## config.mk

```make
export PLATFORM = sky130hd
export DESIGN_NAME = RenameUnit
export DESIGN_NICKNAME = d
export VERILOG_FILES = /design/src/hw/RegTypesPkg.sv /design/src/hw/RenamePortPkg.sv /design/src/hw/FreeList.sv /design/src/hw/RenameMapTable.sv /design/src/hw/RetireMapTable.sv /design/src/hw/RenameLogic.sv /design/src/hw/RenameUnit.sv
export VERILOG_INCLUDE_DIRS = /design/src /design/src/hw
export SDC_FILE = /design/constraint.sdc
export NUM_CORES = 1
export LEC_CHECK = 0
export BUFFER_PORTS_ARGS = -buffer_cell sky130_fd_sc_hd__buf_2
export CORE_MARGIN = 2
export CORE_UTILIZATION = 35
export CTS_CLUSTER_DIAMETER = 60
export CTS_CLUSTER_SIZE = 20
export DETAILED_ROUTE_END_ITERATION = 6
export GPL_TIMING_DRIVEN = 1
export PLACE_DENSITY = 0.48
export SYNTH_ARGS = -nofsm -noshare
export SYNTH_HDL_FRONTEND = slang
export SYNTH_SLANG_ARGS = --single-unit
```

## constraint.sdc

```tcl
create_clock -name clk -period 3.35 [get_ports clk]
set_input_delay 0.335 -clock clk [delete_from_list [all_inputs] [get_ports clk]]
set_output_delay 0.335 -clock clk [all_outputs]
set_load 0.02 [all_outputs]
```

## src/hw/rename_consts.svh

```systemverilog
// ----------------------------------------------------------
// Rename subsystem constants
// Widths, register counts and the widths derived from them
// ----------------------------------------------------------

`ifndef RENAME_CONSTS_SVH
`define RENAME_CONSTS_SVH

// Slots per cycle
`define RENAME_WIDTH 2
`define COMMIT_WIDTH 2

// Register file sizes
`define LREG_NUM 16
`define PREG_NUM 32
`define LREG_BITS 4
`define PREG_BITS 5

`define FREE_LIST_SIZE (`PREG_NUM - `LREG_NUM)
`define RESTORE_CYCLES (`LREG_NUM / `RENAME_WIDTH)

`endif

```

## src/hw/RegTypesPkg.sv

```systemverilog
// ----------------------------------------------------------
// Register number types
// Logical and physical register numbers, free-list pointers
// and occupancy counts
// ----------------------------------------------------------

`include "rename_consts.svh"

package RegTypesPkg;

    // Architectural register as seen by the front end
    typedef logic [`LREG_BITS-1:0] LRegNum;

    // Entry of the physical register file
    typedef logic [`PREG_BITS-1:0] PRegNum;

    // Free-list index plus one wrap bit
    typedef logic [$clog2(`FREE_LIST_SIZE):0] FreeListPtr;

    // Holds 0 up to FREE_LIST_SIZE inclusive
    typedef logic [$clog2(`FREE_LIST_SIZE):0] FreeListCount;

endpackage

```

## src/hw/RenamePortPkg.sv

```systemverilog
// ----------------------------------------------------------
// Rename port types
// Rename, commit and map-write structs and the recovery state
// ----------------------------------------------------------

package RenamePortPkg;

    import RegTypesPkg::*;

    typedef struct packed {
        logic   valid;
        logic   writeReg;
        LRegNum logDst;
        LRegNum logSrc1;
        LRegNum logSrc2;
    } RenameReq;

    typedef struct packed {
        PRegNum phyDst;
        PRegNum prevPhyDst;
        PRegNum phySrc1;
        PRegNum phySrc2;
    } RenameResp;

    // prevPhyDst goes back to the free list
    typedef struct packed {
        logic   valid;
        logic   writeReg;
        LRegNum logDst;
        PRegNum phyDst;
        PRegNum prevPhyDst;
    } CommitReq;

    typedef enum logic {
        Idle,
        Restore
    } RecoveryState;

    typedef struct packed {
        logic   we;
        LRegNum logReg;
        PRegNum phyReg;
    } MapWrite;

endpackage

```

## src/hw/FreeList.sv

```systemverilog
// ----------------------------------------------------------
// Free list of physical registers
// Circular buffer with a speculative and a committed read
// pointer, restored in one step on a flush
// ----------------------------------------------------------

`include "rename_consts.svh"

module FreeList
    import RegTypesPkg::*;
    import RenamePortPkg::*;
(
    input  logic                     clk,
    input  logic                     rstN,
    input  logic [`RENAME_WIDTH-1:0] pop,
    output PRegNum                   popNum [`RENAME_WIDTH],
    input  CommitReq                 push [`COMMIT_WIDTH],
    input  logic                     restorePtr,
    output FreeListCount             count
);

    localparam int idxBits = $clog2(`FREE_LIST_SIZE);

    PRegNum       entries [`FREE_LIST_SIZE];
    FreeListPtr   wrPtr;
    FreeListPtr   specRdPtr;
    FreeListPtr   comRdPtr;
    FreeListPtr   comRdPtrNext;
    FreeListPtr   pushAddr [`COMMIT_WIDTH];
    FreeListCount popCnt;
    FreeListCount pushCnt;
    logic [`COMMIT_WIDTH-1:0] pushEn;

    assign count = FreeListCount'(wrPtr - specRdPtr);

    // Pops take consecutive entries from the speculative head
    always_comb begin
        FreeListPtr rdPtr;
        rdPtr  = specRdPtr;
        popCnt = '0;
        for (int i = 0; i < `RENAME_WIDTH; i++) begin
            popNum[i] = entries[rdPtr[idxBits-1:0]];
            if (pop[i]) begin
                rdPtr  = rdPtr + FreeListPtr'(1);
                popCnt = popCnt + FreeListCount'(1);
            end
        end
    end

    // Each writing commit returns one register and retires one allocation
    always_comb begin
        FreeListPtr wp;
        wp      = wrPtr;
        pushCnt = '0;
        for (int i = 0; i < `COMMIT_WIDTH; i++) begin
            pushEn[i]   = push[i].valid && push[i].writeReg;
            pushAddr[i] = wp;
            if (pushEn[i]) begin
                wp      = wp + FreeListPtr'(1);
                pushCnt = pushCnt + FreeListCount'(1);
            end
        end
        comRdPtrNext = comRdPtr + FreeListPtr'(pushCnt);
    end

    // Starts full with the registers above the identity mapping
    always_ff @(posedge clk or negedge rstN) begin
        if (!rstN) begin
            for (int i = 0; i < `FREE_LIST_SIZE; i++) begin
                entries[i] <= PRegNum'(`LREG_NUM + i);
            end
        end else begin
            for (int i = 0; i < `COMMIT_WIDTH; i++) begin
                if (pushEn[i]) begin
                    entries[pushAddr[i][idxBits-1:0]] <= push[i].prevPhyDst;
                end
            end
        end
    end

    always_ff @(posedge clk or negedge rstN) begin
        if (!rstN) begin
            wrPtr     <= FreeListPtr'(`FREE_LIST_SIZE);
            specRdPtr <= '0;
            comRdPtr  <= '0;
        end else begin
            wrPtr    <= wrPtr + FreeListPtr'(pushCnt);
            comRdPtr <= comRdPtrNext;
            // Flush drops every squashed allocation at once
            if (restorePtr) begin
                specRdPtr <= comRdPtrNext;
            end else begin
                specRdPtr <= specRdPtr + FreeListPtr'(popCnt);
            end
        end
    end

    assert property (@(posedge clk) disable iff (!rstN) popCnt <= count)
        else $error("free list popped below empty");

    assert property (@(posedge clk) disable iff (!rstN)
        int'(count) + int'(pushCnt) <= `FREE_LIST_SIZE)
        else $error("free list pushed above full");

endmodule

```

## src/hw/RenameMapTable.sv

```systemverilog
// ----------------------------------------------------------
// Speculative register map table
// Source and previous-destination lookup with in-group
// bypass, plus two write ports for renames or restore
// ----------------------------------------------------------

`include "rename_consts.svh"

module RenameMapTable
    import RegTypesPkg::*;
    import RenamePortPkg::*;
(
    input  logic      clk,
    input  logic      rstN,
    input  RenameReq  req [`RENAME_WIDTH],
    input  PRegNum    newDst [`RENAME_WIDTH],
    output RenameResp resp [`RENAME_WIDTH],
    input  MapWrite   wr [`RENAME_WIDTH]
);

    PRegNum map [`LREG_NUM];

    always_comb begin
        for (int i = 0; i < `RENAME_WIDTH; i++) begin
            resp[i].phyDst     = newDst[i];
            resp[i].prevPhyDst = map[req[i].logDst];
            resp[i].phySrc1    = map[req[i].logSrc1];
            resp[i].phySrc2    = map[req[i].logSrc2];
            // Later slots see destinations renamed earlier in the same group
            for (int j = 0; j < i; j++) begin
                if (req[j].valid && req[j].writeReg) begin
                    if (req[j].logDst == req[i].logDst) begin
                        resp[i].prevPhyDst = newDst[j];
                    end
                    if (req[j].logDst == req[i].logSrc1) begin
                        resp[i].phySrc1 = newDst[j];
                    end
                    if (req[j].logDst == req[i].logSrc2) begin
                        resp[i].phySrc2 = newDst[j];
                    end
                end
            end
        end
    end

    // Identity after reset, higher port wins a collision
    always_ff @(posedge clk or negedge rstN) begin
        if (!rstN) begin
            for (int i = 0; i < `LREG_NUM; i++) begin
                map[i] <= PRegNum'(i);
            end
        end else begin
            for (int i = 0; i < `RENAME_WIDTH; i++) begin
                if (wr[i].we) begin
                    map[wr[i].logReg] <= wr[i].phyReg;
                end
            end
        end
    end

endmodule

```

## src/hw/RetireMapTable.sv

```systemverilog
// ----------------------------------------------------------
// Retirement register map table
// Committed mappings, read pairwise while the speculative
// table is being restored
// ----------------------------------------------------------

`include "rename_consts.svh"

module RetireMapTable
    import RegTypesPkg::*;
    import RenamePortPkg::*;
(
    input  logic     clk,
    input  logic     rstN,
    input  CommitReq commit [`COMMIT_WIDTH],
    input  LRegNum   readIdx,
    output PRegNum   readPhy [`RENAME_WIDTH]
);

    PRegNum map [`LREG_NUM];

    // Consecutive entries starting at readIdx
    always_comb begin
        for (int i = 0; i < `RENAME_WIDTH; i++) begin
            readPhy[i] = map[LRegNum'(readIdx + LRegNum'(i))];
        end
    end

    // Younger commit slot wins on the same register
    always_ff @(posedge clk or negedge rstN) begin
        if (!rstN) begin
            for (int i = 0; i < `LREG_NUM; i++) begin
                map[i] <= PRegNum'(i);
            end
        end else begin
            for (int i = 0; i < `COMMIT_WIDTH; i++) begin
                if (commit[i].valid && commit[i].writeReg) begin
                    map[commit[i].logDst] <= commit[i].phyDst;
                end
            end
        end
    end

endmodule

```

## src/hw/RenameLogic.sv

```systemverilog
// ----------------------------------------------------------
// Rename control
// Drives free-list pops and map writes, walks the restore
// copy after a flush and produces the ready flag
// ----------------------------------------------------------

`include "rename_consts.svh"

module RenameLogic
    import RegTypesPkg::*;
    import RenamePortPkg::*;
(
    input  logic                     clk,
    input  logic                     rstN,
    input  RenameReq                 req [`RENAME_WIDTH],
    input  logic                     flush,
    input  FreeListCount             freeCount,
    input  PRegNum                   popNum [`RENAME_WIDTH],
    output logic [`RENAME_WIDTH-1:0] pop,
    output logic                     restorePtr,
    output PRegNum                   newDst [`RENAME_WIDTH],
    output MapWrite                  mapWr [`RENAME_WIDTH],
    output LRegNum                   retireIdx,
    input  PRegNum                   retirePhy [`RENAME_WIDTH],
    output logic                     ready
);

    // First index of the final restore step
    localparam LRegNum lastIdx = LRegNum'((`RESTORE_CYCLES - 1) * `RENAME_WIDTH);

    RecoveryState state;
    LRegNum       restoreIdx;
    logic         anyValid;

    // Front end stalls during restore or when a full group cannot allocate
    assign ready      = (state == Idle) && (freeCount >= FreeListCount'(`RENAME_WIDTH));
    assign restorePtr = flush;
    assign retireIdx  = restoreIdx;

    always_comb begin
        anyValid = 1'b0;
        for (int i = 0; i < `RENAME_WIDTH; i++) begin
            anyValid  = anyValid || req[i].valid;
            // Slot 1 allocates only behind a valid slot 0
            pop[i]    = ready && req[i].valid && req[i].writeReg && (i == 0 || req[0].valid);
            newDst[i] = popNum[i];
            if (state == Restore) begin
                mapWr[i].we     = 1'b1;
                mapWr[i].logReg = restoreIdx + LRegNum'(i);
                mapWr[i].phyReg = retirePhy[i];
            end else begin
                mapWr[i].we     = pop[i];
                mapWr[i].logReg = req[i].logDst;
                mapWr[i].phyReg = popNum[i];
            end
        end
    end

    // A new flush restarts the walk from entry 0
    always_ff @(posedge clk or negedge rstN) begin
        if (!rstN) begin
            state      <= Idle;
            restoreIdx <= '0;
        end else if (flush) begin
            state      <= Restore;
            restoreIdx <= '0;
        end else if (state == Restore) begin
            restoreIdx <= restoreIdx + LRegNum'(`RENAME_WIDTH);
            if (restoreIdx == lastIdx) begin
                state <= Idle;
            end
        end
    end

    assert property (@(posedge clk) disable iff (!rstN) !ready |-> !anyValid)
        else $error("rename request while not ready");

    assert property (@(posedge clk) disable iff (!rstN) flush |-> !anyValid)
        else $error("rename request in the flush cycle");

endmodule

```

## src/hw/RenameUnit.sv

```systemverilog
// ----------------------------------------------------------
// Register rename unit
// Two-wide renaming with a free list, a speculative map and
// a retirement map used for flush recovery
// ----------------------------------------------------------

`include "rename_consts.svh"

module RenameUnit
    import RegTypesPkg::*;
    import RenamePortPkg::*;
(
    input  logic      clk,
    input  logic      rstN,
    input  RenameReq  renameReq [`RENAME_WIDTH],
    output RenameResp renameResp [`RENAME_WIDTH],
    output logic      ready,
    input  CommitReq  commitReq [`COMMIT_WIDTH],
    input  logic      flush
);

    logic [`RENAME_WIDTH-1:0] pop;
    logic                     restorePtr;
    PRegNum                   popNum [`RENAME_WIDTH];
    PRegNum                   newDst [`RENAME_WIDTH];
    PRegNum                   retirePhy [`RENAME_WIDTH];
    FreeListCount             freeCount;
    MapWrite                  mapWr [`RENAME_WIDTH];
    LRegNum                   retireIdx;

    RenameLogic logic_i (
        .clk        (clk),
        .rstN       (rstN),
        .req        (renameReq),
        .flush      (flush),
        .freeCount  (freeCount),
        .popNum     (popNum),
        .pop        (pop),
        .restorePtr (restorePtr),
        .newDst     (newDst),
        .mapWr      (mapWr),
        .retireIdx  (retireIdx),
        .retirePhy  (retirePhy),
        .ready      (ready)
    );

    // Commits return prevPhyDst and advance the committed pointer
    FreeList freeList_i (
        .clk        (clk),
        .rstN       (rstN),
        .pop        (pop),
        .popNum     (popNum),
        .push       (commitReq),
        .restorePtr (restorePtr),
        .count      (freeCount)
    );

    RenameMapTable specMap_i (
        .clk    (clk),
        .rstN   (rstN),
        .req    (renameReq),
        .newDst (newDst),
        .resp   (renameResp),
        .wr     (mapWr)
    );

    RetireMapTable retireMap_i (
        .clk     (clk),
        .rstN    (rstN),
        .commit  (commitReq),
        .readIdx (retireIdx),
        .readPhy (retirePhy)
    );

endmodule

```

Yosys cells after proc, flatten, opt, wreduce, memory -nomap -nowiden
Cells that the tools add are included.

cells by class
  $add $sub $neg = 10
  multipliers = 0
  divide/modulo/power cells = 0
  $lt $le $gt $ge = 23
  eq/ne operators = 4
  shifts and indexed selects = 0
  multiplexer cells = 72
  bitwise gates (word level) = 17
  reductions and logical operators = 16

operators with widths
  kind                                                                count
  bitwise mux 80 bit                                                  6
  two-way mux 80 bit                                                  6
  binary-select mux 5 bit (select 4 bit)                              10
  two-way mux 5 bit                                                   32
  demux 5 bit (select 4 bit)                                          6
  greater-or-equal comparator 5 bit (second input constant)           16
  inverter 4 -> 5 bit                                                 16
  less-than comparator 5 x 1 -> 1 bit (second input constant)         6
  two-way mux 10 bit                                                  2
  two-way mux 4 bit                                                   4
  adder 5 bit                                                         3
  logical AND 1 bit                                                   15
  two-way mux 15 bit                                                  1
  adder 4 x 1 -> 4 bit (second input constant)                        3
  == test 4 bit                                                       3
  greater-or-equal comparator 5 x 2 -> 1 bit (second input constant)  1
  two-way mux 1 bit                                                   5
  subtractor 5 bit                                                    1
  adder 1 x 1 -> 2 bit (second input constant)                        2
  adder 4 x 2 -> 4 bit (second input constant)                        1
  == test 4 bit (second input constant)                               1
  nonzero test 2 bit                                                  1
  inverter 1 bit                                                      1

storage, ports and cells
  flip-flop bits (word level) = 260
  latch bits = 0
  RAM bits = 0
  ROM bits = 0
  input port bits = 63
  output and inout bits = 41
  logic and storage cells = 195
  memories = 0

Logic depth before layout (Yosys ltp)
Gate-level depths: netlist of run 1.

  word-level depth = 18
  depth in mapped cells = 18
  depth with buffers taken out = 16

By module
A second synthesis of run 1 with hierarchy kept.

second synthesis, totals
  cells, all modules = 1839
  area total of the unflattened synthesis = 20609.8 µm²

by module, submodules not included
  module          times used  cells an instance  area each (µm²)  seq. area each (µm²)
  RenameMapTable  1           660                8107.8           2042.0
  FreeList        1           597                6561.3           2438.6
  RetireMapTable  1           517                5342.6           2042.0
  RenameLogic     1           65                 598.1            100.1

Least setup slack after synthesis of run 1
OpenSTA, ideal clock, no wires.

  kind = register -> register
  from = register freeList_i.specRdPtr[1]
  to = register freeList_i.specRdPtr[4]
  setup time = 0.138 ns
  arrival time = 3.556 ns
  setup slack = -0.344 ns
  cell stages (with the launch flop) = 19
  buffers on the path = 4
  clock period less this slack = 3.694 ns
  cell sequence = dfrtp_1 -> buf_2 -> buf_2 -> inv_1 -> buf_2 -> fa_1 -> xor2_1 -> nor2_1 -> o221ai_2 -> buf_4 -> nand3_1 -> inv_1 -> ha_1 -> ha_1 -> inv_1 -> fa_1 -> nor2_1 -> xnor2_1 -> o21ai_0

between the ends
  longest elaborated chain between the ends = 10
  elaborated cells on any way between the ends = 13
  classes of those cells = 3 x add/sub; 1 x order compare; 3 x mux; 6 x reduce/logical

RTL lines
  what                                        RTL line           text
  start: declaration                          FreeList.sv:26     FreeListPtr specRdPtr;
  start signal: assignment                    FreeList.sv:91     specRdPtr <= comRdPtrNext;
  start signal: assignment                    FreeList.sv:93     specRdPtr <= specRdPtr + FreeListPtr'(popCnt);
  subtractor 5 bit                            FreeList.sv:34     assign count = FreeListCount'(wrPtr - specRdPtr);
  greater-or-equal comparator 5 x 2 -> 1 bit  RenameLogic.sv:36  assign ready = (state == Idle) && (freeCount >= FreeListCount'(`RENAME_WIDTH));
  logical AND 1 bit                           RenameLogic.sv:36
  logical AND 1 bit (2 in series)             RenameLogic.sv:45  pop[i] = ready && req[i].valid && req[i].writeReg && (i == 0 || req[0].valid);
  two-way mux 1 bit                           FreeList.sv:43     if (pop[i]) begin
  adder 1 x 1 -> 2 bit                        FreeList.sv:45     popCnt = popCnt + FreeListCount'(1);
  two-way mux 5 bit                           FreeList.sv:43
  adder 5 bit *                               FreeList.sv:93
  two-way mux 5 bit *                         FreeList.sv:90     if (restorePtr) begin

Every way passes the cells marked *; elsewhere a longest branch is shown, timed or not.
A chain may end at the register's enable or synchronous reset.

==> results of run 1 <==
## stage by stage
stage	setup TNS [ps]	setup WS, ps	utilization [%]	total power, mW	hold WS (ps)
after floorplan	-35.87	-35.87	-	12.90	39.41
after global placement	-1688	-127.9	38.93	16.87	349.7
after detailed placement	-231.6	-64.58	38.94	17.05	360.8
after CTS	-2263	-414.9	41.82	21.75	6.815
after global routing	-4951	-503.2	42.21	23.28	40.78
final	-1882	-345.7	42.21	22.13	42.50
## power by group through the flow
stage	registers, mW	logic, mW	clock network, mW
after floorplan	5.65	7.25	0
after global placement	6.39	10.5	0
after detailed placement	6.47	10.6	0
after CTS	6.42	11.7	3.61
after global routing	6.64	12.9	3.72
final	6.48	12.1	3.51
## cells in the final DEF, fill, tap and decap left out, types with 5 or more instances in the layout
cell type / synthesis / layout
mux2_2: 28 / 22
ha_1: 18 / 15
buf_2: 34 / 97
and3_1: 11 / 7
a21oi_1: 131 / 125
mux4_2: 197 / 197
dfrtp_1: 146 / 144
nand4_1: 13 / 13
o21ai_0: 85 / 85
inv_1: 32 / 26
clkbuf_16: 0 / 33
xnor2_1: 15 / 15
buf_4: 4 / 117
nand3b_1: 11 / 11
buf_6: 8 / 11
nor2_1: 164 / 160
clkinv_8: 0 / 5
a211o_1: 5 / 5
nand3_2: 2 / 7
nand2b_1: 17 / 17
mux2_4: 0 / 6
inv_6: 0 / 5
nand2_1: 168 / 168
xor2_1: 9 / 8
o22ai_1: 8 / 8
dfstp_2: 113 / 113
nor3_1: 21 / 21
o21ai_1: 19 / 19
buf_12: 0 / 23
mux2i_1: 342 / 338
nand3_1: 31 / 24
o31ai_1: 10 / 9
o41ai_1: 5 / 5
inv_2: 1 / 6
nor2b_1: 9 / 9
a31oi_4: 0 / 5
a31oi_1: 13 / 9
## sequential cells by signal, indices dropped and copies added (netlist names)
signal and flops:
retireMap_i.map 80, freeList_i.entries 80, freeList_i.wrPtr 5, freeList_i.comRdPtr 5, logic_i.state 1, logic_i.retireIdx 3, specMap_i.map 80, freeList_i.specRdPtr 5
## final cells by class
cell class / count / share of cell area [%]
clock inverter: 21 / 1.026
sequential: 259 / 27.16
clock buffer: 35 / 3.364
inverter: 35 / 0.5487
tap: 765 / 3.923
multi-input combinational: 1434 / 55.17
timing repair buffer: 256 / 8.804
## worst max-delay path: cells and delay by family (launching register included)
family	cells	cell delay, ps
buffers and inverters	5	530
AND/OR/NAND/NOR	3	390
adder cells (fa/ha/maj)	2	420
AO/OA/AOI/OAI	4	910
flip-flops	1	490
## kinds of logic (layout without fill, tap and decap cells)
logic type / Yosys count / in the layout / share of synthesized area [%]
AOI/OAI and AO/OA: 332 / 332 / 9.956
xor gates and xnor gates: 24 / 24 / 1.026
adders and majority gates: 22 / 22 / 1.490
buffers and inverters: 192 / 347 / 4.111
DFF: 259 / 259 / 32.33
muxes: 567 / 567 / 39.91
and+or+nand+nor: 489 / 489 / 11.18
## per-layer routing
layer	up-vias	track usage [%]
met5	-	0
met4	8	6.827
met3	124	4.485
met2	650	40.00
met1	8578	34.31
li1	7409	-
## worst paths after layout
path	from	end	cells past startpoint
min in group asynchronous	rstN	retireMap_i.map[11]$_DFF_PN0_	2
max reg2reg	freeList_i.specRdPtr[0]$_DFF_PN0_	specMap_i.map[1]$_DFF_PN1_	15
min reg2reg	freeList_i.comRdPtr[4]$_DFF_PN0_	freeList_i.comRdPtr[4]$_DFF_PN0_	1
min	flush	logic_i.retireIdx[1]$_DFFE_PN0N_	2
max	freeList_i.specRdPtr[0]$_DFF_PN0_	renameResp[16]	14
max in group asynchronous	rstN	specMap_i.map[61]$_DFF_PN1_	3
## repair_timing
action,in CTS,in global routing
endpoints found under the hold margin,46,0
buffers inserted,12,9
setup endpoints to repair,31,50
hold buffers,1,0
gates cloned,3,2
pin swaps,25,18
gates resized for setup,77,24
==> results.env, run 1 <==
RUN_STATUS='finished with violations'
VIOLATIONS_IN_THE_FINAL_REPORTS='setup timing'
TIMING.CRITICAL_PATH.FROM_TYPE='flop'
CP.ARRIVAL_PS=3360
SEQ_AREA_SQ_MM=0.006628
SYNTH_CELL_TYPES=88
SYNTH_AREA_PER_CELL_SQ_UM=10.87
POWER_SWITCHING_mW=9.482
CHIPHEIGHT_UM=245.9
POSTSYNTHCELLCOUNT=1885
FINAL_CELL_COUNT_NO_FILL=2805
CLKPWRFRAC_PCT=15.9
NUMBER_OF_BUFFERS_ADDED_BY_THE_CLOCK_TREE_SYNTHESIS_STEP=30
WORST_PATH_CLK_SLEW_PS=60
CP_SLOWEST_CELL='dfrtp_4'
MAX-VDD-IR-DROP_uV=680.2
SYN_AREA_SQ_MM=0.02048
HP-CLASS='in -> reg'
ROUTE.MET3.WL_MM=5.357
FINAL_MIN_PERIOD_OVER_CLOCK_PERIOD_PCT=110.3
SYNTH-SEQ-AREA-SHARE_PCT=32.33
CTS_TREE='done'
POST_SYNTH_MAIN_AREA_CONTRIBUTORS='mux4_2, dfrtp_1, mux2i_1'
FINAL_HOLD_VIOL_COUNT=0
YS_ASYNC_SR_FRACTION_PCT=100.0
GLOBALROUTEOVERFLOWTOTAL=0
CTSROOTBUFFERMASTER='clkbuf_16'
FINAL_DESIGN_AREA_NO_FILL_SQ_MM=0.02440
DETAIL_ROUTE.WL_PER_CELL_UM=26.81
GRT_PASS1_VIAS=16610
WL_MET2_MM=35.62
YS_DOMINANT_REG_CELL='dfrtp_1'
RSZ0062_AT_GRT='yes'
CP.REQUIRED_PS=3010
POST-PLACE-CELLS=2725
DRTANTENNAVIOLNETS=0
CRITICAL_PATH.CELL_CHAIN='ha_4, inv_2, fa_2, nand3_4, and3_4, o221ai_4, buf_6, buf_12, a21oi_2, o21a_1, o41a_1, nand3_2, inv_2, buf_6'
CRIT_PATH_END_KIND='output pin'
CRITPATHMAXFANOUT=8
INITIAL_CORE_UTIL_PCT=35.44
SYNTH_TOP_AREA_CELL='mux4_2'
POWER.COMBINATIONAL.FRACTION_PCT=54.9
DRV_SLEW=0
WORST_PATH_LARGEST_CELL_DELAY_PS=490
IO_BUFFERS=103
CORE.ROWCOUNT=88
CTSLONGESTPATHBUFFERS=3
MAX_CLOCK_SKEW_PS=35.21
MOST_FREQUENT_CELL_AFTER_SYNTHESIS='mux2i_1'
PATH_CLASS='reg -> out'
GRT_MAX_DEGREE=88
CLOCK_SINK_COUNT=259
NETS=2101
YOSYSWARNINGCOUNT=0
SYNTH_TOP_CELLS_BY_COUNT='mux2i_1, mux4_2, nand2_1'
DRT_DRC_VIOLATIONS_LEFT=0
MAXCAPVIOLATIONS=0
ROUTED-VIA-COUNT=16770
FP.DIEW_UM=245.9
FIRST_PASS_GRT_WIRE_LENGTH_MM=112.5
WIRELENGTH_MM=75.20
POWER.DENSITY_CELL_AREA_mW_PER_MM2=906.8
SETUP_WS_FINAL_PS=-345.7
CTS.HTREE.LEVELS=1
RRSETUPSLACK_PS=40
FRACTION_OF_SYNTHESIZED_CELL_AREA_TAKEN_BY_THE_TOP_AREA_CELL_TYPE_PCT=21.66
INTPOWER_mW=12.65
YS_FF_LATCH=259
TIGHTESTPINTRANSITION_PS=1023
LAYOUT_MIN_CYCLE_TIME_PS=3696
TOP_LEVEL_PORTS=104
WORST_SKEW_PAIR.LATE_LATENCY_PS=610
PLACEABLECOREAREA_SQ_MM=0.05781
TOTAL_LEAKAGE_POWER_nW=10.04
GP_CONGESTION=0.8903
TIMING.SLEW.HEADROOM_PCT=31.29
GLOBAL_ROUTE.USAGE.TOTAL_PCT=24.85
MAX_FREQ_MHz=270.6
NUMBER_OF_SYNTHESIZED_FLOPS_WITH_AN_ENABLE_PIN=0
FLOW.AREA_GROWTH_FROM_SYNTHESIS_PCT=19.12
SW_FRAC_OF_TOTAL_PCT=42.85
GRT_ANTENNA_BEFORE_REPAIR=4
MULTI_INPUT_AREA_SQ_MM=0.01346
SYNTH.NET_COUNT=1970
INITIALDRTVIOLATIONCOUNT=1694
HPWLAFTERDP_MM=53.70
POWER.SHARE.SEQUENTIAL_PCT=29.3
LAYOUT-DRIVE-GT1-SHARE_PCT=36.18
DETAIL_ROUTE.WIRELENGTH.MET1_MM=32.01
DRT-VIAS-PER-INSTANCE=5.978
PLACED_AREA_SQ_MM=0.02251
INSERTEDDIODECOUNT=0
TOPROUTINGLAYERUSED='met5'
SETUP_VIOL=13
FILL_CELLS=5510
DIEAREA_SQ_MM=0.06048
DRT_FIRST_PASS_ITERS=5
Note: power is estimated with default switching activity, not from simulation.
==> run 2: changes to the inputs <==
- SYNTH_HIERARCHICAL: default -> 1
==> results.env, run 2 <==
INITIAL_CORE_UTIL_PCT=35.58  # was 35.44%
DETAIL_ROUTE.WL_PER_CELL_UM=27.00  # was 26.81 um
TIMING.CRITICAL_PATH.FROM_TYPE='flop'  # unchanged
MAX-VDD-IR-DROP_uV=482.2  # was 680.2 uV
MOSTFREQUENTLAYOUTCELL='mux2i_1'  # unchanged
SEQ_AREA_SQ_MM=0.006626  # was 0.006628 sq mm
LAYOUT_MIN_CYCLE_TIME_PS=4402  # was 3696 ps
WIRELENGTH_MM=73.87  # was 75.20 mm
DRTANTENNAVIOLNETS=0  # unchanged
WHS_PS=126.0  # was 42.50 ps
TOP_LEVEL_PORTS=104  # unchanged
SETUP_VIOL=101  # was 13
TIMING.SLEW.HEADROOM_PCT=32.10  # was 31.29%
GRT_ANTENNA_BEFORE_REPAIR=0  # was 4
VIOLATIONS_IN_THE_FINAL_REPORTS='setup timing'  # unchanged
SETUP_WS_FINAL_PS=-1052  # was -345.7 ps
CRITPATHMAXFANOUT=5  # was 8
SYN_AREA_SQ_MM=0.02061  # was 0.02048 sq mm
MULTI_INPUT_AREA_SQ_MM=0.01347  # was 0.01346 sq mm
LARGEST_REGS='freeList_i/entries (80), retireMap_i/map (80), specMap_i/map (80)'  # was freeList_i.entries (80), retireMap_i.map (80), specMap_i.map (80)
DPL_WORST_SLACK_PS=-799.8  # was -64.58 ps
FLOW.AREA_GROWTH_FROM_SYNTHESIS_PCT=16.59  # was 19.12%
CTSLONGESTPATHBUFFERS=3  # unchanged
FIRST_PASS_GRT_WIRE_LENGTH_MM=109.8  # was 112.5 mm
PLACEABLECOREAREA_SQ_MM=0.05792  # was 0.05781 sq mm
DRT_FIRST_PASS_ITERS=5  # unchanged
ROUTED-VIA-COUNT=16420  # was 16770
CP_SLOWEST_CELL='or4_4'  # was dfrtp_4
POSTSYNTHCELLCOUNT=1838  # was 1885
MAX_FREQ_MHz=227.2  # was 270.6 MHz
RUN_STATUS='finished with violations'  # unchanged
RSZ0062_AT_GRT='yes'  # unchanged
MAX_CLOCK_SKEW_PS=27.62  # was 35.21 ps
GRT_PASS1_VIAS=15920  # was 16610
TOTAL_LEAKAGE_POWER_nW=9.686  # was 10.04 nW
WORST_SKEW_PAIR.LATE_LATENCY_PS=570  # was 610 ps
FINAL_DESIGN_AREA_NO_FILL_SQ_MM=0.02403  # was 0.02440 sq mm
CTSROOTBUFFERMASTER='clkbuf_16'  # unchanged
HPWLAFTERDP_MM=51.83  # was 53.70 mm
FIN_TNS_SETUP_PS=-63760  # was -1882 ps
GP_CONGESTION=0.9244  # was 0.8903
DRV_SLEW=0  # unchanged
FP.DIEW_UM=246.6  # was 245.9 um
YOSYSWARNINGCOUNT=6  # was 0
MAXCAPVIOLATIONS=0  # unchanged
GRT_MAX_DEGREE=110  # was 88
PATH_CLASS='reg -> out'  # unchanged
GLOBAL_ROUTE.USAGE.TOTAL_PCT=24.31  # was 24.85%
FINAL_HOLD_VIOL_COUNT=0  # unchanged
NUMBER_OF_BUFFERS_ADDED_BY_THE_CLOCK_TREE_SYNTHESIS_STEP=34  # was 30
HP-CLASS='in -> reg'  # unchanged
TIGHTESTPINTRANSITION_PS=1018  # was 1023 ps
SYNTH.NET_COUNT=1924  # was 1970
CTS_TREE='done'  # unchanged
FINAL_MIN_PERIOD_OVER_CLOCK_PERIOD_PCT=131.4  # was 110.3%
DRT_DRC_VIOLATIONS_LEFT=0  # unchanged
IO_BUFFERS=103  # unchanged
CORE.ROWCOUNT=88  # unchanged
CRIT_PATH_END_KIND='output pin'  # unchanged
CHIPHEIGHT_UM=246.6  # was 245.9 um
DIEAREA_SQ_MM=0.06083  # was 0.06048 sq mm
CRITICAL_PATH.CELL_CHAIN='buf_4, ha_4, a21o_1, a21oi_2, xnor2_2, nor4_4, nor3_2, buf_4, nand2_2, and2_4, mux4_2, nor2b_1, or4_4, buf_6, buf_6'  # was ha_4, inv_2, fa_2, nand3_4, and3_4, o221ai_4, buf_6, buf_12, a21oi_2, o21a_1, o41a_1, nand3_2, inv_2, buf_6
INITIALDRTVIOLATIONCOUNT=1467  # was 1694
CTS.HTREE.LEVELS=2  # was 1
NETS=2030  # was 2101
DRT-VIAS-PER-INSTANCE=6.001  # was 5.978
PLACED_AREA_SQ_MM=0.02210  # was 0.02251 sq mm
WORST_PATH_CLK_SLEW_PS=70  # was 60 ps
LEADING_CELL_TYPES_IN_THE_LAYOUT_FILL_AND_TAPS_EXCLUDED='mux2i_1, mux4_2, dfrtp_1'  # was mux2i_1, mux4_2, nand2_1
SYNTH_AREA_PER_CELL_SQ_UM=11.21  # was 10.87 sq um
WORST_PATH_LARGEST_CELL_DELAY_PS=550  # was 490 ps
GLOBALROUTEOVERFLOWTOTAL=0  # unchanged
POWER.DENSITY_CELL_AREA_mW_PER_MM2=873.4  # was 906.8 mW/mm^2
CP.REQUIRED_PS=3010  # about the same
CLOCK_SINK_COUNT=259  # unchanged
FILL_CELLS=5604  # was 5510
LAYOUT-DRIVE-GT1-SHARE_PCT=41.68  # was 36.18%
CP.ARRIVAL_PS=4070  # was 3360 ps
-- run 2: changes by cell type in the layout (fill, tap and decap cells not counted), moves of 16 or more --
| cell | change |
|---|---|
| o21ai_0 | -23 |
| a21oi_1 | -21 |
| o21ai_1 | +20 |
| nor2_1 | -36 |
| nand2_1 | -31 |
| mux4_1 | +20 |
| nor2_2 | +21 |
| mux2_2 | +53 |
| mux4_2 | -17 |
| mux2i_1 | -52 |
| buf_12 | -16 |
| nand2_2 | +33 |
-- run 2: power by group --
group	leakage, nW	total (mW)	internal, mW	switching (mW)
Clock	0.583	3.93	2.18	1.76
Combinational	6.11	10.4	5.23	5.17
Sequential	2.99	6.64	4.77	1.87
-- run 2: worst paths after layout --
path	start	endpoint	slack (ps)	cells after the start
max in group asynchronous	rstN	freeList_i/entries[34]$_DFF_PN1_	1950	3
min reg2reg	freeList_i/comRdPtr[4]$_DFF_PN0_	freeList_i/comRdPtr[4]$_DFF_PN0_	460	1
max	freeList_i/wrPtr[1]$_DFF_PN0_	renameResp[16]	-1050	15
max reg2reg	freeList_i/wrPtr[1]$_DFF_PN0_	specMap_i/map[56]$_DFF_PN0_	-1040	20
min	flush	logic_i/retireIdx[3]$_DFFE_PN0N_	130	2
min in group asynchronous	rstN	retireMap_i/map[53]$_DFF_PN0_	470	2
-- run 2: what timing repair did --
action,4_1_cts,5_1_grt
gates resized for setup,50,103
buffers inserted,16,9
hold endpoints to repair,66,0
cloned,5,1
pin swaps,29,39
endpoints found under the setup margin,103,108
hold buffers,1,0
-- run 2: final cells by class --
| type | count | area share [%] |
|---|---|---|
| Clock buffer | 36 | 3.656 |
| Timing Repair Buffer | 231 | 6.952 |
| Clock inverter | 26 | 1.375 |
| Sequential cell | 259 | 27.58 |
| Tap cell | 765 | 3.984 |
| Antenna cell | 1 | 0.01042 |
| Multi-Input combinational cell | 1394 | 56.06 |
| Inverter | 24 | 0.3854 |
-- run 2: layer usage --
layer | up-vias | wire length (um) | GRT usage (%)
li1 | 7156 | - | -
met1 | 8418 | 32160 | 33.99
met2 | 708 | 34310 | 38.85
met3 | 138 | 4881 | 3.638
met4 | 0 | 2512 | 7.424
met5 | - | 0 | 0
-- run 2: per-stage QoR --
step           power, mW  utilization, %  instances
4_1_cts            20.68           40.87       2729
3_3_place_gp       15.69           38.16       2647
3_5_place_dp       15.87           38.16       2647
2_1_floorplan      12.71               -       1838
5_1_grt            22.03           41.48       2735
6_report           20.98           41.48       2736
-- run 2: worst max-delay path, delay by kind of cell, from the launching register on --
| family | cells | cell delay (ps) |
|---|---|---|
| xor gates and xnor gates | 1 | 100 |
| muxes | 1 | 520 |
| DFF | 1 | 390 |
| buffers and inverters | 4 | 560 |
| adders and majority gates | 1 | 220 |
| and+or+nand+nor | 6 | 1380 |
| AOI/OAI and AO/OA | 2 | 340 |
